File: src/client_pkg.sv
`default_nettype none

package client_pkg;

  // who owns the memory bus this cycle, also used as request tag
  typedef enum logic [1:0] {
    NONE = 2'd0,
    CPU  = 2'd1,
    VGA  = 2'd2,
    UART = 2'd3
  } current_client_t;

  // vga claim on memory
  typedef enum logic [1:0] {
    INACTIVE = 2'd0,
    READY    = 2'd1, // scan-out about to start
    ACTIVE   = 2'd2
  } vga_state_t;

  // one request per client, 70 bits
  typedef struct packed {
    logic        write;
    logic        read;
    logic [31:0] adr;  // word address
    logic [31:0] dat;
    logic [3:0]  sel;  // byte lanes
  } client_req_t;

  // response back to a client, 33 bits
  typedef struct packed {
    logic        valid;
    logic [31:0] dat;
  } client_rsp_t;

endpackage

`default_nettype wire

File: src/bus_pkg.sv
`default_nettype none

package bus_pkg;

  // client request plus the tag of the client that issued it
  typedef struct packed {
    client_pkg::client_req_t     req;
    client_pkg::current_client_t tag;
  } mem_req_t;

  // one-cycle response from the bus master, 35 bits
  typedef struct packed {
    logic                        valid;
    client_pkg::current_client_t tag;  // routes data back
    logic [31:0]                 dat;
  } mem_rsp_t;

  // wishbone classic, master to slave
  typedef struct packed {
    logic        cyc;
    logic        stb;
    logic        we;
    logic [31:0] adr;
    logic [31:0] dat;
    logic [3:0]  sel;
  } wb_m2s_t;

  // wishbone classic, slave to master
  typedef struct packed {
    logic        ack;
    logic [31:0] dat;
  } wb_s2m_t;

endpackage

`default_nettype wire

File: src/wb_master.sv
`timescale 1ns/1ps
`default_nettype none

module wb_master (
  input  logic              clk,
  input  logic              nRst,

  // from the request handler
  input  bus_pkg::mem_req_t mem_req,
  output logic              busy,
  output bus_pkg::mem_rsp_t mem_rsp,

  // wishbone classic master port
  output bus_pkg::wb_m2s_t  wb_o,
  input  bus_pkg::wb_s2m_t  wb_i
);

  import bus_pkg::*;

  typedef enum logic {
    IDLE  = 1'b0,
    CYCLE = 1'b1
  } state_t;

  state_t      state;
  mem_req_t    req_q;     // held for the whole bus cycle
  logic        rsp_valid;
  logic [31:0] rsp_dat;
  logic        accept;

  assign accept = (state == IDLE) && (mem_req.req.read || mem_req.req.write);

  always_ff @(posedge clk, negedge nRst) begin
    if (!nRst) begin
      state     <= IDLE;
      rsp_valid <= 1'b0;
    end else begin
      rsp_valid <= 1'b0; // single cycle pulse
      case (state)
        IDLE: begin
          if (accept) state <= CYCLE;
        end

        CYCLE: begin
          if (wb_i.ack) begin
            state     <= IDLE;
            rsp_valid <= 1'b1;
          end
        end

        default: state <= IDLE;
      endcase
    end
  end

  // payload registers
  always_ff @(posedge clk) begin
    if (accept) req_q <= mem_req;
    if (state == CYCLE && wb_i.ack) rsp_dat <= wb_i.dat;
  end

  assign busy = (state == CYCLE);

  always_comb begin
    wb_o.cyc = (state == CYCLE);
    wb_o.stb = (state == CYCLE); // classic, no pipelining
    wb_o.we  = req_q.req.write;
    wb_o.adr = req_q.req.adr;
    wb_o.dat = req_q.req.dat;
    wb_o.sel = req_q.req.sel;
  end

  // req_q only changes after the response cycle, so its tag is still valid
  always_comb begin
    mem_rsp.valid = rsp_valid;
    mem_rsp.tag   = req_q.tag;
    mem_rsp.dat   = rsp_dat;
  end

endmodule

`default_nettype wire

File: config.mk
export PLATFORM = sky130hd
export DESIGN_NAME = wb_master
export DESIGN_NICKNAME = d
export VERILOG_FILES = /design/src/client_pkg.sv /design/src/bus_pkg.sv /design/src/wb_master.sv
export SDC_FILE = /design/constraint.sdc
export NUM_CORES = 1
export LEC_CHECK = 0
export BUFFER_PORTS_ARGS = -buffer_cell sky130_fd_sc_hd__buf_4
export CORE_MARGIN = 1.5
export CORE_UTILIZATION = 25
export DETAILED_ROUTE_END_ITERATION = 10
export PLACE_DENSITY = 0.59
export SYNTH_ARGS = -nofsm -noshare
export SYNTH_HDL_FRONTEND = slang
export SYNTH_SLANG_ARGS = --single-unit
File: constraint.sdc
create_clock -name clk -period 7.6 [get_ports clk]
set_input_delay 0.76 -clock clk [delete_from_list [all_inputs] [get_ports clk]]
set_output_delay 0.76 -clock clk [all_outputs]
set_load 0.02 [all_outputs]
Word level (Yosys, flattened, before mapping)
Index checks and enable logic that the tools add are counted.
Storage, ports and cells
  register bits: 105
  input port bits: 107
  output and inout port bits: 107
  logic and storage cells: 17
Operators by class
  mux-type cells: 5
  bitwise gates (word level): 1
  reductions and logical operators: 3
Operators with widths (number)
  2-to-1 mux 1 bit: 4
  logical AND 1 bit: 2
  case mux 1 bit (2 select lines): 1
  logical OR 1 bit: 1
  inverter 1 bit: 1

Longest topological paths before layout
Gate-level depths: netlist of run 1.
  depth after elaboration: 4
  gate-level depth with buffers: 2

Least setup slack after synthesis of run 1
No wires, ideal clock.
  path kind: input -> register
  from: input port mem_req[71] (netlist name)
  to: register req_q (netlist bit mem_rsp[32]), enable pin
  library setup time: 0.503 ns
  data arrival time: 3.791 ns
  path slack: 3.306 ns
  stages: 2
  path buffers: 0
  cells stage by stage: nor2_1 nor2_1
On the way
  word-level cells in the longest chain between the ends: 2
RTL lines
  start, declared: RTL line wb_master.sv:9  | input bus_pkg::mem_req_t mem_req,
  logical OR 1 bit: RTL line wb_master.sv:31  | assign accept = (state == IDLE) && (mem_req.req.read || mem_req.req.write);
  logical AND 1 bit: RTL line wb_master.sv:31
  net accept: RTL line wb_master.sv:29  | logic accept;
  end signal, assigned: RTL line wb_master.sv:58  | if (accept) req_q <= mem_req;
  end, declared: RTL line wb_master.sv:26  | mem_req_t req_q;
The timed path passes the listed nets, and every way through them passes these cells.
A chain may end at the register's enable or synchronous reset.

Final worst setup path of run 1
  from: input port mem_req[71] (netlist name)
  to: register req_q (netlist bit wb_o[7]), enable pin
Same word-level chain as after synthesis.

==> flow_metrics.py, run 1 <==
metrics = {
    "floorplan": {
        "die_y_um": 116.0,
        "placementRows": 41,
        "initial_core_util_pct": 25.49,
        "die_w_um": 116.0,
        "die_area_um2": 13450,
        "coreArea_um2": 12520,
        "pin_count": 214,
    },
    "sta": {
        "tightestPinTransition_ns": 0.8905,
        "rsz0062_at_grt": "no",
        "finalSetupViolations": 0,
        "maxSlewHeadroom_pct": 40.64,
        "finalCritPeriodShare_pct": 23.06,
        "slew_violations": 0,
        "fmax_ghz": 0.5706,
        "finalSetupTns_ns": 0,
        "finalCriticalPeriod_ns": 1.753,
        "hold_viol_final": 0,
        "skew_ns": 0.003690,
    },
    "pwr": {
        "p_total_mw": 1.317,
        "peakVddDrop_mv": 0.1151,
        "p_leak_nw": 2.173,
        "p_seq_share_pct": 52.9,
        "power_density_nw_per_um2": 249.3,
        "intPower_mw": 1.020,
        "sw_frac_of_total_pct": 22.57,
        "p_comb_share_pct": 13.1,
        "p_clk_share_pct": 34.0,
        "p_switching_mw": 0.2974,
    },
    "setup_path": {
        "worstPathArrival_ns": 1.71,
        "critPathMaxFanout": 71,
        "r2r_end": "wb_o[7]$_DFFE_PP_",
        "crit_type": "in2reg",
        "rr_worst_depth": 2,
        "critPathLaunchType": "input pin",
        "critical_path_required_ns": 7.56,
        "reg2reg_from": "busy$_DFF_PN0_",
        "endpoint_kind": "register",
        "r2r_slack_ns": 5.92,
    },
    "drt": {
        "drtAntennaViolNets": 0,
        "wirelength_um": 7404,
        "vias_per_cell": 3.799,
        "dr_total_vias": 1945,
        "post_drt_wl_per_cell_um": 14.46,
        "drcViolationCount": 0,
        "drtIter0Drc": 127,
        "first_pass_iters": 4,
    },
    "clocking": {
        "cts.sinks": 105,
        "cts-buffers-inserted": 9,
        "clockBufferDepth": 2,
        "cts_tree": "done",
        "cts_resized": 0,
        "cts-root-buf": "clkbuf_16",
        "h-tree-depth": 3,
        "clk_latency_ns": 0.34,
        "cts_hold_buf": 0,
        "cts_setup_buffers": 0,
        "clk_pin_slew_ns": 0.06,
    },
    "synth": {
        "synth_area_leaders": "edfxtp_1, dfrtp_1, buf_4",
        "ys_seq_area_share_pct": 98.51,
        "synth_cell_types": 6,
        "synth_fp_nets": 220,
        "yosysTopAreaCell": "edfxtp_1",
        "synth_top_area_share_pct": 96.94,
        "netlist_instances": 113,
        "ys_ff_latch": 105,
        "netlist_area_um2": 3191,
        "syn_avg_cell_area_um2": 28.24,
        "yosysWarnings": 0,
    },
    "grt": {
        "overflow": 0,
        "grt_use_total_pct": 10.73,
        "antenna_found_initial": 0,
        "grt_max_degree": 72,
        "grt_pass1_vias": 1943,
        "grt_first_pass_wirelength_um": 10350,
    },
    "layout": {
        "instances_no_fill": 512,
        "drive_gt1_share_pct": 67.65,
        "syn2layout_area_growth_pct": 65.65,
        "final_area_um2": 5285,
        "final_net_count": 442,
        "ff_latch_area_um2": 3143,
        "filler_cell_count": 1150,
        "n_antenna_cell": 0,
        "layout_commonest_cell": "buf_4",
        "layout_common_cells": "buf_4, edfxtp_1, clkbuf_16",
        "fin_util_pct": 42.22,
        "multi_input_area_um2": 32.53,
    },
    "placement": {
        "io_buffers": 213,
        "postPlaceCellArea_um2": 4997,
        "dp.cells": 496,
        "routabilityCongestion": 0.6708,
    },
    "worst_hold_path": {
        "hold_path.class": "in2async",
    },
    "outcome": {
        "outcome": "completed",
    },
    "flow_run": {
        "maxCapViolCount": 0,
    },
}
power groups by stage:
| stage | logic (mW) | clock network (mW) | registers, mW |
|---|---|---|---|
| floorplan | 0.0201 | 0 | 0.761 |
| global placement | 0.174 | 0 | 0.710 |
| detailed placement | 0.176 | 0 | 0.711 |
| CTS | 0.176 | 0.466 | 0.698 |
| global route | 0.183 | 0.485 | 0.702 |
| finish | 0.172 | 0.447 | 0.698 |
final cells by class:
class / instances / area share (%)
tap: 172 / 4.072
multi-input combinational: 5 / 0.6155
clock buffer: 10 / 4.332
clock inverter: 6 / 1.113
sequential: 105 / 59.47
timing repair buffer: 214 / 30.40
worst max-delay path, stage by stage:
cell and delay (ns):
buf_4 0.09, nor2_1 0.06, nor2_4 0.07, buf_4 0.66
synthesized netlist by cell type:
cell type  number
edfxtp_1      103
buf_4           3
nor2_1          3
dfrtp_1         2
and2_4          1
nor3_1          1
per-stage QoR:
stage	setup WS, ns	hold WS (ns)
after CTS	5.816	0.1672
after detailed placement	5.472	0.5466
after floorplan	3.306	0.4644
final	5.847	0.1914
after global routing	5.782	0.1686
after global placement	5.529	0.5419
flip-flops by register name (all words and copies together), names as in the netlist:
name	flops
rsp_valid	1
busy	1
wb_o	69
mem_rsp	2
rsp_dat	32
logic make-up (layout without fill, tap and decap cells):
family | Yosys count | after routing | share of synthesized area, %
buffers and inverters | 3 | 230 | 0.7058
flip-flops | 105 | 105 | 98.51
AND/OR/NAND/NOR | 5 | 5 | 0.7842
worst max path at each step:
stage	from	to	slack (ns)	depth (start not counted)
after floorplan	mem_req[71]	mem_rsp[32]$_DFFE_PP_	3.31	2
after global placement	mem_req[71]	wb_o[12]$_DFFE_PP_	5.53	4
after detailed placement	mem_req[71]	wb_o[58]$_DFFE_PP_	5.47	4
after CTS	busy$_DFF_PN0_	wb_o[70]	5.82	1
after global routing	busy$_DFF_PN0_	wb_o[69]	5.78	1
final	mem_req[71]	wb_o[7]$_DFFE_PP_	5.85	4
layer usage:
metal / routed length (um) / vias to the layer above / global-route usage [%]
li1: - / 889 / -
met1: 2648 / 900 / 11.17
met2: 3496 / 146 / 16.51
met3: 1092 / 10 / 6.538
met4: 167 / 0 / 6.585
met5: 0 / - / 0
(Power assumes the default switching activity.)
==> inputs of run 2 (changes only) <==
--- a/config.mk
+++ b/config.mk
@@ -9,7 +9,7 @@
 export CORE_MARGIN = 1.5
 export CORE_UTILIZATION = 25
 export DETAILED_ROUTE_END_ITERATION = 10
-export PLACE_DENSITY = 0.59
+export PLACE_DENSITY = 0.61
 export SYNTH_ARGS = -nofsm -noshare
 export SYNTH_HDL_FRONTEND = slang
 export SYNTH_SLANG_ARGS = --single-unit
==> constraint.sdc (replaced) <==
create_clock -name clk -period 1.6 [get_ports clk]
set_input_delay 0.16 -clock clk [delete_from_list [all_inputs] [get_ports clk]]
set_output_delay 0.16 -clock clk [all_outputs]
set_load 0.02 [all_outputs]
==> run 2 against run 1 <==
Against the previous run: global-route usage is 2.6 points higher; sequential power increased to 4.8 times the previous value; critical path depth grew 1; final cell count increased by 20%; critical endpoint is now wb_o[65]$_DFFE_PP_; hold slack got worse by 0.18 ns; largest power group unchanged; setup slack worse by 5.6 ns; total power rose to 5.0 times the previous value; register-to-register slack worse by 5.6 ns; core utilization increased by 8.6 points; non-clock buffer count rose by 104.
==> flow_metrics.py, run 2 (synthesis gave the netlist of run 1 again) <==
metrics = {
    "layout": {
        "n_antenna_cell": 0,
        "drive_gt1_share_pct": 52.37,
        "largest_register_ffs": 69,
        "layout_commonest_cell": "buf_4",
        "fin_util_pct": 50.80,
        "instances_no_fill": 615,
        "final_net_count": 546,
        "syn2layout_area_growth_pct": 99.29,
        "layout_common_cells": "buf_4, dlygate4sd3_1, edfxtp_1",
    },
    "sta": {
        "fmax_ghz": 0.7272,
        "rsz0062_at_grt": "no",
        "holdWs_ns": 0.01403,
        "hold_viol_final": 0,
        "finalCritPeriodShare_pct": 85.94,
        "finalSetupViolations": 0,
        "maxSlewHeadroom_pct": 70.95,
        "slew_violations": 0,
        "finalSetupTns_ns": 0,
        "skew_ns": 0.004099,
        "tightestPinTransition_ns": 0.4357,
        "finalCriticalPeriod_ns": 1.375,
    },
    "setup_path": {
        "critical_path_required_ns": 1.61,
        "crit_path_cell_trace": "dlygate4sd3_1, buf_4, nor2_1, nor2_4, buf_12",
        "crit_slowest_cell": "dlygate4sd3_1",
        "critPathMaxFanout": 63,
        "worst_path_dominant_cell_family": "buffers and inverters",
        "crit_type": "in2reg",
        "endpoint_kind": "register",
        "critPathBufInv": 3,
        "worstPathArrival_ns": 1.38,
        "max_stage_delay_ns": 0.56,
        "critPathLaunchType": "input pin",
        "r2r_slack_ns": 0.34,
    },
    "grt": {
        "grt_use_total_pct": 13.30,
        "grt_first_pass_wirelength_um": 12920,
        "antenna_found_initial": 0,
        "grt_pass1_vias": 2541,
        "overflow": 0,
        "grt_max_degree": 64,
    },
    "drt": {
        "drtIter0Drc": 99,
        "wirelength_um": 9105,
        "drcViolationCount": 0,
        "post_drt_wl_per_cell_um": 14.80,
        "dr_total_vias": 2396,
        "first_pass_iters": 4,
        "vias_per_cell": 3.896,
        "drtAntennaViolNets": 0,
    },
    "clocking": {
        "cts-buffers-inserted": 9,
        "cts.sinks": 105,
        "cts_tree": "done",
        "clk_latency_ns": 0.34,
        "clk_pin_slew_ns": 0.07,
        "h-tree-depth": 3,
        "cts_setup_buffers": 0,
        "clockBufferDepth": 2,
        "cts-root-buf": "clkbuf_16",
    },
    "floorplan": {
        "die_w_um": 116.0,
        "pin_count": 214,
        "placementRows": 41,
        "coreArea_um2": 12520,
        "die_area_um2": 13450,
        "initial_core_util_pct": 25.49,
        "die_y_um": 116.0,
    },
    "pwr": {
        "power_density_nw_per_um2": 1045,
        "p_total_mw": 6.647,
        "peakVddDrop_mv": 0.4658,
        "p_leak_nw": 2.621,
    },
    "placement": {
        "routabilityCongestion": 0.6967,
        "io_buffers": 213,
        "dp.cells": 497,
    },
    "worst_hold_path": {
        "hold_path.class": "in2reg",
    },
    "flow_run": {
        "maxCapViolCount": 0,
    },
    "outcome": {
        "outcome": "completed",
    },
}
==> run 2: metrics by stage <==
stage / cell area, um2 / worst slack [ns]
after floorplan: 3199 / -0.3588
after global placement: 5019 / 0.3736
after detailed placement: 5019 / 0.3504
after CTS: 6349 / 0.2979
after global routing: 6359 / 0.1956
final: 6359 / 0.2249
==> run 2: repair_timing <==
action / 4_1_cts / 5_1_grt
endpoints found under the hold margin: 103 / 1
resized for setup: 0 / 0
hold buffers: 102 / 1
endpoints found under the setup margin: 0 / 0
==> run 2: area by class of cell <==
type                       count  area, um2
clock inverter                 6      83.83
tap                          172      215.2
sequential                   105       3144
fill                        1032       6158
timing repair buffer         318       2658
clock buffer                   9      225.2
multi-input combinational      5      32.53
==> run 2: path summary, 6_finish.rpt <==
| kind | from | cells after the start | end |
|---|---|---|---|
| worst max-delay path | mem_req[71] | 5 | wb_o[65]$_DFFE_PP_ |
| min in group asynchronous | nRst | 2 | rsp_valid$_DFF_PN0_ |
| worst min-delay path | mem_req[23] | 1 | wb_o[21]$_DFFE_PP_ |
| max in group asynchronous | nRst | 2 | busy$_DFF_PN0_ |
| worst min register to register | busy$_DFF_PN0_ | 2 | busy$_DFF_PN0_ |
| worst max register to register | busy$_DFF_PN0_ | 2 | wb_o[65]$_DFFE_PP_ |
==> run 2: worst reg2reg max path, stage by stage, from the launching register on <==
cell and delay (ns):
dfrtp_2 0.45, nor2_4 0.12, buf_12 0.29
==> run 2: power breakdown <==
part           internal [mW]  switching, mW
sequential              3.26         0.0581
combinational          0.558          0.493
clock                   1.35          0.927
total                   5.17           1.48
==> run 2: routing by layer <==
metal | part of all wire [%] | up-vias | global-route usage (%)
li1 | - | 1097 | -
met1 | 36 | 1130 | 13.14
met2 | 50 | 156 | 23.14
met3 | 12 | 13 | 6.172
met4 | 2.0 | 0 | 7.317
met5 | 0 | - | 0
