`src/client_pkg.sv`:
```
`default_nettype none

package client_pkg;

  // who owns the memory bus this cycle, also used as request tag
  typedef enum logic [1:0] {
    NONE = 2'd0,
    CPU  = 2'd1,
    VGA  = 2'd2,
    UART = 2'd3
  } current_client_t;

  // vga claim on memory
  typedef enum logic [1:0] {
    INACTIVE = 2'd0,
    READY    = 2'd1, // scan-out about to start
    ACTIVE   = 2'd2
  } vga_state_t;

  // one request per client, 70 bits
  typedef struct packed {
    logic        write;
    logic        read;
    logic [31:0] adr;  // word address
    logic [31:0] dat;
    logic [3:0]  sel;  // byte lanes
  } client_req_t;

  // response back to a client, 33 bits
  typedef struct packed {
    logic        valid;
    logic [31:0] dat;
  } client_rsp_t;

endpackage

`default_nettype wire

```
`src/bus_pkg.sv`:
```
`default_nettype none

package bus_pkg;

  // client request plus the tag of the client that issued it
  typedef struct packed {
    client_pkg::client_req_t     req;
    client_pkg::current_client_t tag;
  } mem_req_t;

  // one-cycle response from the bus master, 35 bits
  typedef struct packed {
    logic                        valid;
    client_pkg::current_client_t tag;  // routes data back
    logic [31:0]                 dat;
  } mem_rsp_t;

  // wishbone classic, master to slave
  typedef struct packed {
    logic        cyc;
    logic        stb;
    logic        we;
    logic [31:0] adr;
    logic [31:0] dat;
    logic [3:0]  sel;
  } wb_m2s_t;

  // wishbone classic, slave to master
  typedef struct packed {
    logic        ack;
    logic [31:0] dat;
  } wb_s2m_t;

endpackage

`default_nettype wire

```
`src/request_handler.sv`:
```
`timescale 1ns/1ps
`default_nettype none

module request_handler (
  input  logic                     clk,
  input  logic                     nRst,

  // client side
  input  client_pkg::vga_state_t   vga_state,
  input  client_pkg::client_req_t  cpu_req,
  input  client_pkg::client_req_t  vga_req,
  input  client_pkg::client_req_t  uart_req,
  output logic                     cpu_enable,
  output logic                     uart_enable,
  output logic                     vga_grant,
  output client_pkg::client_rsp_t  cpu_rsp,
  output client_pkg::client_rsp_t  vga_rsp,
  output client_pkg::client_rsp_t  uart_rsp,

  // memory side
  output bus_pkg::mem_req_t        mem_req,
  input  logic                     busy,
  input  bus_pkg::mem_rsp_t        mem_rsp
);

  import client_pkg::*;

  current_client_t current_client;

  // vga always wins while it claims memory, uart gets the slot right after
  always_ff @(posedge clk, negedge nRst) begin
    if (!nRst) begin
      current_client <= NONE;
    end else begin
      if (vga_state == READY || vga_state == ACTIVE) begin
        current_client <= VGA;
      end else if (current_client == VGA) begin
        current_client <= UART;
      end else begin
        current_client <= CPU;
      end
    end
  end

  // forward the selected request while the bus master is free
  always_comb begin
    cpu_enable  = 1'b0;
    uart_enable = 1'b0;
    vga_grant   = 1'b0;
    mem_req     = '0; // read and write low, tag NONE

    if (!busy) begin
      case (current_client)
        CPU: begin
          cpu_enable  = 1'b1;
          mem_req.req = cpu_req;
          mem_req.tag = CPU;
        end

        VGA: begin
          vga_grant   = 1'b1;
          mem_req.req = vga_req;
          mem_req.tag = VGA;
        end

        UART: begin
          uart_enable = 1'b1;
          mem_req.req = uart_req;
          mem_req.tag = UART;
        end

        default: begin
          mem_req = '0; // nobody selected yet
        end
      endcase
    end
  end

  // steer returning data to the tagged client
  always_comb begin
    cpu_rsp  = '0;
    vga_rsp  = '0;
    uart_rsp = '0;

    if (mem_rsp.valid) begin
      case (mem_rsp.tag)
        CPU: begin
          cpu_rsp.valid = 1'b1;
          cpu_rsp.dat   = mem_rsp.dat;
        end

        VGA: begin
          vga_rsp.valid = 1'b1;
          vga_rsp.dat   = mem_rsp.dat;
        end

        UART: begin
          uart_rsp.valid = 1'b1;
          uart_rsp.dat   = mem_rsp.dat;
        end

        default: begin
          cpu_rsp = '0; // untagged response is dropped
        end
      endcase
    end
  end

endmodule

`default_nettype wire

```
`config.mk`:
```
export PLATFORM = sky130hd
export DESIGN_NAME = request_handler
export DESIGN_NICKNAME = d
export VERILOG_FILES = /design/src/client_pkg.sv /design/src/bus_pkg.sv /design/src/request_handler.sv
export SDC_FILE = /design/constraint.sdc
export NUM_CORES = 1
export LEC_CHECK = 0
export BUFFER_PORTS_ARGS = -buffer_cell sky130_fd_sc_hd__buf_2
export CAP_MARGIN = 20
export CORE_AREA = 2 2 163 165
export DETAILED_ROUTE_END_ITERATION = 10
export DIE_AREA = 0 0 165 167
export SETUP_SLACK_MARGIN = 0.5
export SYNTH_ARGS = -nofsm -noshare
export SYNTH_HDL_FRONTEND = slang
export SYNTH_SLANG_ARGS = --single-unit
export TNS_END_PERCENT = 1
```
`constraint.sdc`:
```
create_clock -name clk -period 2.3 [get_ports clk]
set_clock_uncertainty 0.05 [all_clocks]
set_input_delay 0.69 -clock clk [delete_from_list [all_inputs] [get_ports clk]]
set_output_delay 0.69 -clock clk [all_outputs]
set_load 0.01 [all_outputs]
```
**After elaboration in Yosys (flattened, before gate mapping)**

Cells that the tools add are included.

- Flip-flop bits (word level): 2
- Output and inout bits: 174
- Word-level logic and storage cells: 26

- Equality and inequality tests: 8
- Multiplexer cells: 16
- Reductions and logical operators: 1

Operators by type and width:

| operator | count |
|---|---|
| $pmux W72 S3 | 1 |
| $mux W33 | 6 |
| $mux W72 | 1 |
| $eq A2 B2 Y1 const B | 5 |
| $eq A2 B1 Y1 const B | 3 |
| $mux W1 | 6 |
| $mux W2 | 2 |
| $logic_or A1 B1 Y1 | 1 |

**Logic depth before layout (Yosys ltp)**

Gate-level depths: netlist of the first run.

- Depth in word-level cells: 3
- Gate-level depth with buffers: 5

**Worst setup path before layout of the first run**

Ideal clock, no wire load.

- Kind: in2out
- Start point: input port mem_rsp[34] in the netlist's numbering
- End point: output port uart_rsp[10] in the netlist's numbering
- Data arrival time: 1.440 ns
- Required time: 1.560 ns
- Path slack: 0.120 ns
- Stages: 4
- Buffers on the path: 2
- Path through: clkbuf_1 > clkbuf_1 > nand2_1 > nor2_1

RTL lines:

| item | line | text |
|---|---|---|
| start, declared | request_handler.sv:23 | `input bus_pkg::mem_rsp_t mem_rsp` |
| end, declared | request_handler.sv:18 | `output client_pkg::client_rsp_t uart_rsp,` |

==> results of run 1 <==
==> layout make-up <==
type                            instances  area (sq um)  area share [%]
Sequential cell                         2          57.6           0.787
Clock buffer                            3          75.1            1.03
Timing Repair Buffer                  467          3350            45.9
Antenna cell                            1          2.50          0.0342
Multi-Input combinational cell        351          3400            46.4
Inverter                                2          11.3           0.154
Tap cell                              335           419            5.73
==> per-layer routing <==
| metal | wire length [um] | up-vias | global-route usage [%] | part of all wire, % |
|---|---|---|---|---|
| li1 | - | 2314 | - | - |
| met2 | 9380 | 204 | 19.0 | 53 |
| met4 | 330 | 2 | 2.00 | 1.9 |
| met3 | 1230 | 37 | 2.24 | 6.9 |
| met5 | 13 | - | 0 | 0.073 |
| met1 | 6880 | 2196 | 13.5 | 39 |
==> layout by cell type (no fill, tap or decap) <==
cell	instances
a211oi_1	52
a211oi_2	18
a21oi_1	68
a21oi_2	2
and2_1	1
and2_4	1
buf_12	15
buf_16	6
buf_2	337
buf_4	16
buf_6	89
buf_8	2
clkbuf_16	5
clkinvlp_4	1
dfrtp_4	2
diode_2	1
inv_1	1
mux2i_1	65
mux2i_2	5
nand2_4	5
nand2_8	28
nand2b_4	2
nor2_1	9
nor2_2	10
nor2_4	80
nor2b_2	1
nor2b_4	1
nor3_2	1
o21ai_0	1
xnor2_1	1
==> final timing paths <==
| kind | start | cells after the start | to | slack [ps] |
|---|---|---|---|---|
| worst max-delay path | current_client[1] | 5 | mem_req[24] | -80 |
| worst min-delay path | nRst | 1 | current_client[1] | 200 |
| worst max register to register | current_client[1] | 4 | current_client[1] | 1090 |
| worst min register to register | current_client[0] | 2 | current_client[1] | 880 |
| max in group asynchronous | nRst | 1 | current_client[0] | 1890 |
| min in group clk | vga_state[0] | 2 | current_client[0] | 660 |
==> cell families after synthesis <==
| kind of cell | after synthesis | synth area share (%) |
|---|---|---|
| AOI/OAI and AO/OA | 141 | 36.0 |
| xor gates and xnor gates | 1 | 0.358 |
| buffers and inverters | 57 | 11.0 |
| DFF | 2 | 2.04 |
| muxes | 70 | 28.6 |
| and+or+nand+nor | 139 | 22.0 |
==> power by group <==
group | leakage [uW] | internal [uW] | switching [uW]
Combinational | 0.00338 | 848 | 897
Clock | 0.0000370 | 221 | 38.3
Sequential | 0.0000210 | 42.5 | 18.5
==> what timing repair did <==
action / CTS / global route
resized for setup: 213 / 205
hold buffers: 0 / 0
endpoints found under the hold margin: 0 / 0
setup buffers: 6 / 4
setup endpoints to repair: 174 / 174
cloned: 0 / 2
pin swaps: 160 / 162
==> worst register-to-register path, stage by stage, from the launching register on <==
cell	delay, ps
dfrtp_4	500
buf_4	150
buf_12	160
inv_1	130
o21ai_0	90
==> through the flow <==
| step | setup slack (ps) | instance area [sq um] | std cells | hold slack (ps) | util (%) |
|---|---|---|---|---|---|
| 2_1_floorplan | 170 | 2450 | 410 | 344 | - |
| 3_3_place_gp | -17.1 | 5130 | 1145 | 429 | 19.9 |
| 3_5_place_dp | 46.1 | 5130 | 1145 | 428 | 19.9 |
| 4_1_cts | -53.9 | 6220 | 1154 | 199 | 24.2 |
| 5_1_grt | -112 | 7310 | 1160 | 198 | 28.4 |
| 6_report | -80.3 | 7320 | 1161 | 200 | 28.4 |
==> metrics.md, run 1 <==
| Metric | Value |
|---|---|
| Top cell types by occurrence after synthesis | `nor2_1, a211oi_1, a21oi_1, mux2i_1` |
| Largest stage delay, worst path | `500 ps` |
| Die area | `27600 sq um` |
| Vias | `4753` |
| Synth cell types | `18` |
| Power Dens Cells | `282 nW/um^2` |
| H-Tree Depth | `1` |
| Largest reg by FF count | `current_client` |
| DRC Markers | `0` |
| Status | `finished with violations` |
| Final setup margin | `-80.3 ps` |
| Initial antenna violation count | `2` |
| Critical path, cell by cell | `buf_12 > buf_16 > mux2i_2 > a211oi_2 > buf_2` |
| CP Launch Type | `flip-flop` |
| Tightest Pin Transition | `335 ps` |
| # clock sinks | `2` |
| Routability-driven placement congestion ratio | `0.959` |
| Tot GR Track Use | `10.8%` |
| Leakage power | `0.00344 uW` |
| Ports | `424` |
| Area grow syn2layout | `199%` |
| Total negative slack | `-231 ps` |
| Initial cell density of the core | `9.50%` |
| Number of nets with antenna violations after routing | `0` |
| CTS tree | `yes` |
| Rows | `59` |
| Final min period | `2380 ps` |
| Total grt overflow | `0` |
| WP buf/inv | `3` |
| Hold WC Path Type | `in2async` |
| Share of layout cells above drive strength 1 | `76.0%` |
| CP endpoint kind | `output pin` |
| Final Power | `2070 uW` |
| Critical path peak fanout | `9` |
| Most frequent cell after synthesis | `nor2_1` |
| Max reg flops | `2` |
| Vias per inst | `4.09` |
| Post-synth EDFFs | `0` |
| Synth top area cells | `mux2i_1, a211oi_1, nor2_1` |
| Max cap viols | `0` |
| Die Ht | `167 um` |
| Max Clk Rate | `420 MHz` |
| Fin. Hold Viols | `0` |
| FF+latch count, synth | `2` |
| Ys flop type | `dfrtp_1` |
| Final Max Tran Viols | `0` |
| Critical path type | `reg2out` |
| Synth warn | `0` |
| Top flop regs | `current_client x2` |
| First-pass iteration count of the detailed router | `4` |
| Top delay family on crit path | `flip-flops` |
| Final cycle utilization of the critical path | `103%` |
| IO Port Bufs | `423` |
| Vias in the first global route | `4529` |
| CTS Buf Count | `3` |
| Clk_lat worst skew | `220 ps` |
| Final setup fails | `7` |
| Required @ worst endpoint | `1560 ps` |
| Chip Width | `165 um` |
| Clk root buf | `clkbuf_16` |
| Crit-path slowest cell | `dfrtp_4` |
| Slew headroom | `77.7%` |
| Mean routed wirelength per cell | `15.4 um` |
| Sequential element share of the synthesized area | `2.04%` |
| Cell taking the most area after synthesis | `mux2i_1` |
| Failing checks | `setup timing` |
| Iter 0 DRT Violations | `160` |
| Cell count after synthesis | `410` |
| FFs w/ async S/R, synth | `100%` |
| Maximum vdd ir drop | `0.230 mV` |
| Post-synth top area share | `28.6%` |
| Max Buffers Root-to-Sink | `2` |
| RSZ-0062 raised after global routing | `true` |
| Syn Nets | `660` |
| Final net count | `1077` |
| Mapped Area | `2450 sq um` |
| First-pass GRT wire length | `24100 um` |
| Avg Inst Size Synth | `5.97 sq um` |
| Fill cells | `2727` |
| Clock transition at path regs | `30 ps` |
| Largest net degree at the start of global routing | `54` |
| DP HPWL | `12800 um` |
| Routed wire length | `17800 um` |
| Crit path DAT | `1640 ps` |
| Core area | `25800 sq um` |
No activity file was read; power rests on OpenSTA's default activity.
==> run 2, diff against run 1 <==
--- a/config.mk
+++ b/config.mk
@@ -6,11 +6,9 @@
 export NUM_CORES = 1
 export LEC_CHECK = 0
 export BUFFER_PORTS_ARGS = -buffer_cell sky130_fd_sc_hd__buf_2
-export CAP_MARGIN = 20
 export CORE_AREA = 2 2 163 165
 export DETAILED_ROUTE_END_ITERATION = 10
 export DIE_AREA = 0 0 165 167
-export SETUP_SLACK_MARGIN = 0.5
 export SYNTH_ARGS = -nofsm -noshare
 export SYNTH_HDL_FRONTEND = slang
 export SYNTH_SLANG_ARGS = --single-unit
==> run 2 against run 1 <==
Effect of this change: worst hold slack improved by 21 ps; highest routed layer is now met4; maximum frequency up 0.87%; clock-buffer cell count unchanged; critical path type unchanged; the run still ends with setup timing left.
==> metrics.md, run 2 (synthesis gave the netlist of run 1 again) <==
| Metric | Value |
|---|---|
| Final Max Tran Viols | `0` |
| Failing checks | `setup timing` |
| First-pass iteration count of the detailed router | `4` |
| Critical path type | `reg2out` |
| DRC Markers | `0` |
| Status | `finished with violations` |
| Ports | `424` |
| Vias per inst | `3.98` |
| Slew headroom | `76.8%` |
| Die area | `27600 sq um` |
| Maximum vdd ir drop | `0.245 mV` |
| Final min period | `2360 ps` |
| Number of nets with antenna violations after routing | `0` |
| Core area | `25800 sq um` |
| Tot GR Track Use | `10.4%` |
| Total grt overflow | `0` |
| Max cap viols | `0` |
| Final cycle utilization of the critical path | `103%` |
| Final setup margin | `-59.7 ps` |
| Die Ht | `167 um` |
| Most frequent cells in the layout | `buf_2, nor2_1, a21oi_1` |
| Most common cell after layout, fill and taps aside | `buf_2` |
| Final setup fails | `19` |
| Vias | `4604` |
| Tightest Pin Transition | `338 ps` |
| Rows | `59` |
| CTS Buf Count | `3` |
| Reg2Reg Setup Slack | `1070 ps` |
| Vias in the first global route | `4297` |
| Initial cell density of the core | `9.50%` |
| R2R Path Start | `current_client[1]` |
| Largest reg by FF count | `current_client` |
| Max Clk Rate | `424 MHz` |
| R2r endpoint | `current_client[1]` |
| H-Tree Depth | `1` |
| # clock sinks | `2` |
| Int Pwr | `945 uW` |
| Reg2reg path depth | `4` |
| RSZ-0062 raised after global routing | `true` |
| Seq pwr share | `3.6%` |
| Crit path DAT | `1620 ps` |
| Clock power frac | `15.2%` |
| Final Util | `21.0%` |
| Area grow syn2layout | `121%` |
| Final Power | `1730 uW` |
| Max reg flops | `2` |
| Routed wire length | `16100 um` |
| Final net count | `1070` |
| Share of layout cells above drive strength 1 | `58.9%` |
| DP HPWL | `13100 um` |
| Top flop regs | `current_client x2` |
| Required @ worst endpoint | `1560 ps` |
| Largest net degree at the start of global routing | `36` |
| CP Launch Type | `flip-flop` |
| Max Buffers Root-to-Sink | `2` |
| Power Dens Cells | `319 nW/um^2` |
| Routability-driven placement congestion ratio | `0.889` |
| Critical path peak fanout | `28` |
| Comb power frac | `81.2%` |
| Leakage power | `0.00317 uW` |
| CTS tree | `yes` |
| Initial antenna violation count | `2` |
| Psw | `782 uW` |
| CP endpoint kind | `output pin` |
| Clk root buf | `clkbuf_16` |
| Mean routed wirelength per cell | `13.9 um` |
| Clk_lat worst skew | `220 ps` |
| IO Port Bufs | `423` |
| Hold WC Path Type | `in2async` |
| Sw frac | `45.3%` |
| Iter 0 DRT Violations | `253` |
| Chip Width | `165 um` |
| First-pass GRT wire length | `23200 um` |
| Fin. Hold Viols | `0` |
| Clock transition at path regs | `30 ps` |
==> run 2: cell count changes in the layout (fill, tap and decap cells not counted), moves of 5 or more <==
cell     previous run  this run
nor2_1              9        99
buf_2             337       422
nor2_4             80         0
buf_6              89        10
nand2_1             0        33
nand2_8            28         0
nor2_2             10         0
buf_16              6         1
nand2_4             5         0
==> run 2: critical path, cell delays in order (launching register included) <==
cell and delay, ps:
dfrtp_4 520, buf_4 160, buf_12 160, mux2i_1 150, a211oi_1 230, buf_2 170
==> run 2: per-layer routing <==
metal | GRT usage, % | vias up | wire (um)
li1 | - | 2294 | -
met1 | 14.5 | 2113 | 7220
met2 | 17.5 | 189 | 7760
met3 | 1.30 | 8 | 1020
met4 | 1.66 | 0 | 98
met5 | 0 | - | 0
==> run 2: how the worst max path moves through the flow <==
| stage | from | to | slack [ps] | depth (start not counted) |
|---|---|---|---|---|
| finish | current_client[1] | mem_req[54] | -60 | 5 |
| CTS | current_client[1] | mem_req[44] | -70 | 5 |
| global placement | busy | cpu_enable | -30 | 5 |
| global route | current_client[1] | mem_req[47] | -110 | 5 |
| detailed placement | busy | uart_enable | -40 | 5 |
| floorplan | mem_rsp[34] | uart_rsp[10] | 120 | 4 |
==> run 2: cell type report <==
| class | instances | area, sq um |
|---|---|---|
| multi-input combinational | 351 | 2210 |
| clock buffer | 3 | 75.1 |
| inverter | 2 | 7.51 |
| fill | 2954 | 20400 |
| timing repair buffer | 460 | 2630 |
| sequential | 2 | 57.6 |
| tap | 335 | 419 |
| antenna | 3 | 7.51 |
==> run 2: repair_timing <==
item,in CTS,in global routing
hold buffers,0,0
pin swaps,44,16
hold endpoints to repair,0,0
buffers inserted,3,1
resized for setup,15,19
gates cloned,1,1
setup endpoints to repair,51,62
==> run 2: power by group through the flow <==
| stage | clock, uW | sequential [uW] | combinational, uW |
|---|---|---|---|
| 2_1_floorplan | 0 | 40.6 | 713 |
| 3_3_place_gp | 0 | 65.4 | 1260 |
| 3_5_place_dp | 0 | 65.5 | 1270 |
| 4_1_cts | 267 | 60.9 | 1350 |
| 5_1_grt | 270 | 63.3 | 1530 |
| 6_report | 262 | 62.1 | 1400 |
==> run 2: per-stage QoR <==
step                      instance area, sq um  hold slack, ps  instances  worst slack, ps  TNS (ps)
after detailed placement                  5090             448       1144            -41.5     -74.9
after floorplan                           2450             344        410              120         0
after CTS                                 5280             216       1151            -67.7      -724
after global placement                    5090             447       1144            -34.9     -54.0
after global routing                      5410             217       1155             -113     -2840
final                                     5410             221       1156            -59.7      -401
==> run 3, diff against run 2 <==
--- a/config.mk
+++ b/config.mk
@@ -6,9 +6,12 @@
 export NUM_CORES = 1
 export LEC_CHECK = 0
 export BUFFER_PORTS_ARGS = -buffer_cell sky130_fd_sc_hd__buf_2
-export CORE_AREA = 2 2 163 165
+export CELL_PAD_IN_SITES_DETAIL_PLACEMENT = 1
+export CELL_PAD_IN_SITES_GLOBAL_PLACEMENT = 1
+export CORE_AREA = 2 2 165 167
 export DETAILED_ROUTE_END_ITERATION = 10
-export DIE_AREA = 0 0 165 167
+export DIE_AREA = 0 0 167 169
+export PLACE_DENSITY_LB_ADDON = 0.1
 export SYNTH_ARGS = -nofsm -noshare
 export SYNTH_HDL_FRONTEND = slang
 export SYNTH_SLANG_ARGS = --single-unit
==> run 3 against run 2 <==
Effect of this change: the run now ends clean; critical path depth decreased by 1; cell area decreased by 2.7%; worst setup slack gained 64 ps; largest cell class unchanged; highest routed layer unchanged.
==> metrics.md, run 3 (synthesis gave the netlist of run 1 again) <==
| Metric | Value |
|---|---|
| Status | `complete, no violations` |
| Clk_lat worst skew | `220 ps` |
| Most common cell after layout, fill and taps aside | `buf_2` |
| Clock transition at path regs | `30 ps` |
| Hold_ws | `199 ps` |
| R2R Path Start | `current_client[1]` |
| Hold WC Path Type | `in2async` |
| Largest stage delay, worst path | `520 ps` |
| First-pass iteration count of the detailed router | `4` |
| Core area | `26500 sq um` |
| Reg2reg path depth | `3` |
| Required @ worst endpoint | `1560 ps` |
| Final setup fails | `0` |
| Sw frac | `46.5%` |
| Rows | `60` |
| Maximum vdd ir drop | `0.195 mV` |
| Vias per inst | `3.96` |
| Largest reg by FF count | `current_client` |
| Multi-input gate area | `2210 sq um` |
| Comb power frac | `80.2%` |
| Final Max Tran Viols | `0` |
| Routability-driven placement congestion ratio | `0.749` |
| Tightest Pin Transition | `296 ps` |
| Most frequent cells in the layout | `buf_2, nor2_1, a21oi_1` |
| Top flop regs | `current_client x2` |
| Mean routed wirelength per cell | `16.6 um` |
| Total negative slack | `0 ps` |
| Seq pwr share | `3.8%` |
| Die area | `28200 sq um` |
| DP HPWL | `16000 um` |
| Largest net degree at the start of global routing | `42` |
| Number of nets with antenna violations after routing | `0` |
| Final Power | `1640 uW` |
| Tot GR Track Use | `12.6%` |
| Clock power frac | `16.1%` |
| Initial cell density of the core | `9.24%` |
| Routed wire length | `19200 um` |
| CP Launch Type | `flip-flop` |
| RSZ-0062 raised after global routing | `true` |
| Final net count | `1061` |
| Hold_buf cts | `0` |
| Chip Width | `167 um` |
| Initial antenna violation count | `5` |
| Share of layout cells above drive strength 1 | `58.5%` |
| Vias in the first global route | `4834` |
| Max Buffers Root-to-Sink | `2` |
| Slew headroom | `80.3%` |
| Finished Cell Area | `5260 sq um` |
| IO Port Bufs | `423` |
| CTS Buf Count | `3` |
| # clock sinks | `2` |
| Iter 0 DRT Violations | `143` |
| CP Launch Point | `current_client[1]` |
| Clk root buf | `clkbuf_16` |
| Final min period | `2300 ps` |
| Power Dens Cells | `311 nW/um^2` |
| Pre-CTS setup slack | `39.8 ps` |
| Final cycle utilization of the critical path | `99.8%` |
| Area grow syn2layout | `115%` |
| Critical path, cell by cell | `buf_12 > mux2i_1 > a211oi_1 > buf_2` |
| DRC Markers | `0` |
| Fin. Hold Viols | `0` |
| Crit-path slowest cell | `dfrtp_4` |
| Leakage power | `0.00309 uW` |
| Critical path type | `reg2out` |
| Fill cells | `3373` |
| CP endpoint kind | `output pin` |
| H-Tree Depth | `1` |
| Int Pwr | `875 uW` |
| Max cap viols | `0` |
| Storage element area | `57.6 sq um` |
| Crit path DAT | `1560 ps` |
| Psw | `761 uW` |
| Die Ht | `169 um` |
| Critical path peak fanout | `40` |
| Total grt overflow | `0` |
| First-pass GRT wire length | `28100 um` |
| Final setup margin | `4.33 ps` |
| Placed Area | `5060 sq um` |
| CTS tree | `yes` |
| Vias | `4574` |
| Ports | `424` |
| Max Clk Rate | `436 MHz` |
| Max reg flops | `2` |
run 3: layout make-up:
class / count / area share (%)
Timing Repair Buffer: 451 / 47.0
Multi-Input combinational cell: 351 / 42.0
Tap cell: 341 / 8.11
Clock buffer: 3 / 1.43
Sequential cell: 2 / 1.09
Antenna cell: 5 / 0.238
Inverter: 2 / 0.143
run 3: worst paths after layout:
check	endpoint	slack, ps
min in group clk	current_client[0]	620
max in group asynchronous	current_client[0]	1890
max	mem_req[43]	4
max reg2reg	current_client[1]	1250
min	current_client[1]	200
min reg2reg	current_client[1]	800
run 3: power by group through the flow:
stage               clock network, uW  logic (uW)  registers (uW)
global placement                    0        1300            65.9
finish                            263        1310            61.4
CTS                               267        1300            63.1
global route                      273        1440            64.3
floorplan                           0         713            40.6
detailed placement                  0        1290            65.8
run 3: worst max-delay path, delay by kind of cell, from the launching register on:
kind            cells  cell delay [ps]
compound gates      1              250
buf+inv             2              370
flops               1              520
mux                 1              170
run 3: routing by layer:
layer,track usage (%),part of all wire [%],wire (um)
met1,13.0,36,6830
met2,24.9,55,10600
met3,2.55,6.6,1270
met4,4.39,2.7,518
met5,0,0,0
run 3: per-stage QoR:
step / util, % / instances
finish: 19.9 / 1155
detailed placement: 19.1 / 1144
global route: 19.9 / 1155
floorplan: - / 410
global placement: 19.1 / 1144
CTS: 19.4 / 1149
run 3: repair_timing:
| action | CTS | global route |
|---|---|---|
| buffers inserted | 2 | 1 |
| gates resized for setup | 0 | 19 |
| setup endpoints to repair | 5 | 64 |
| pin swaps | 1 | 5 |
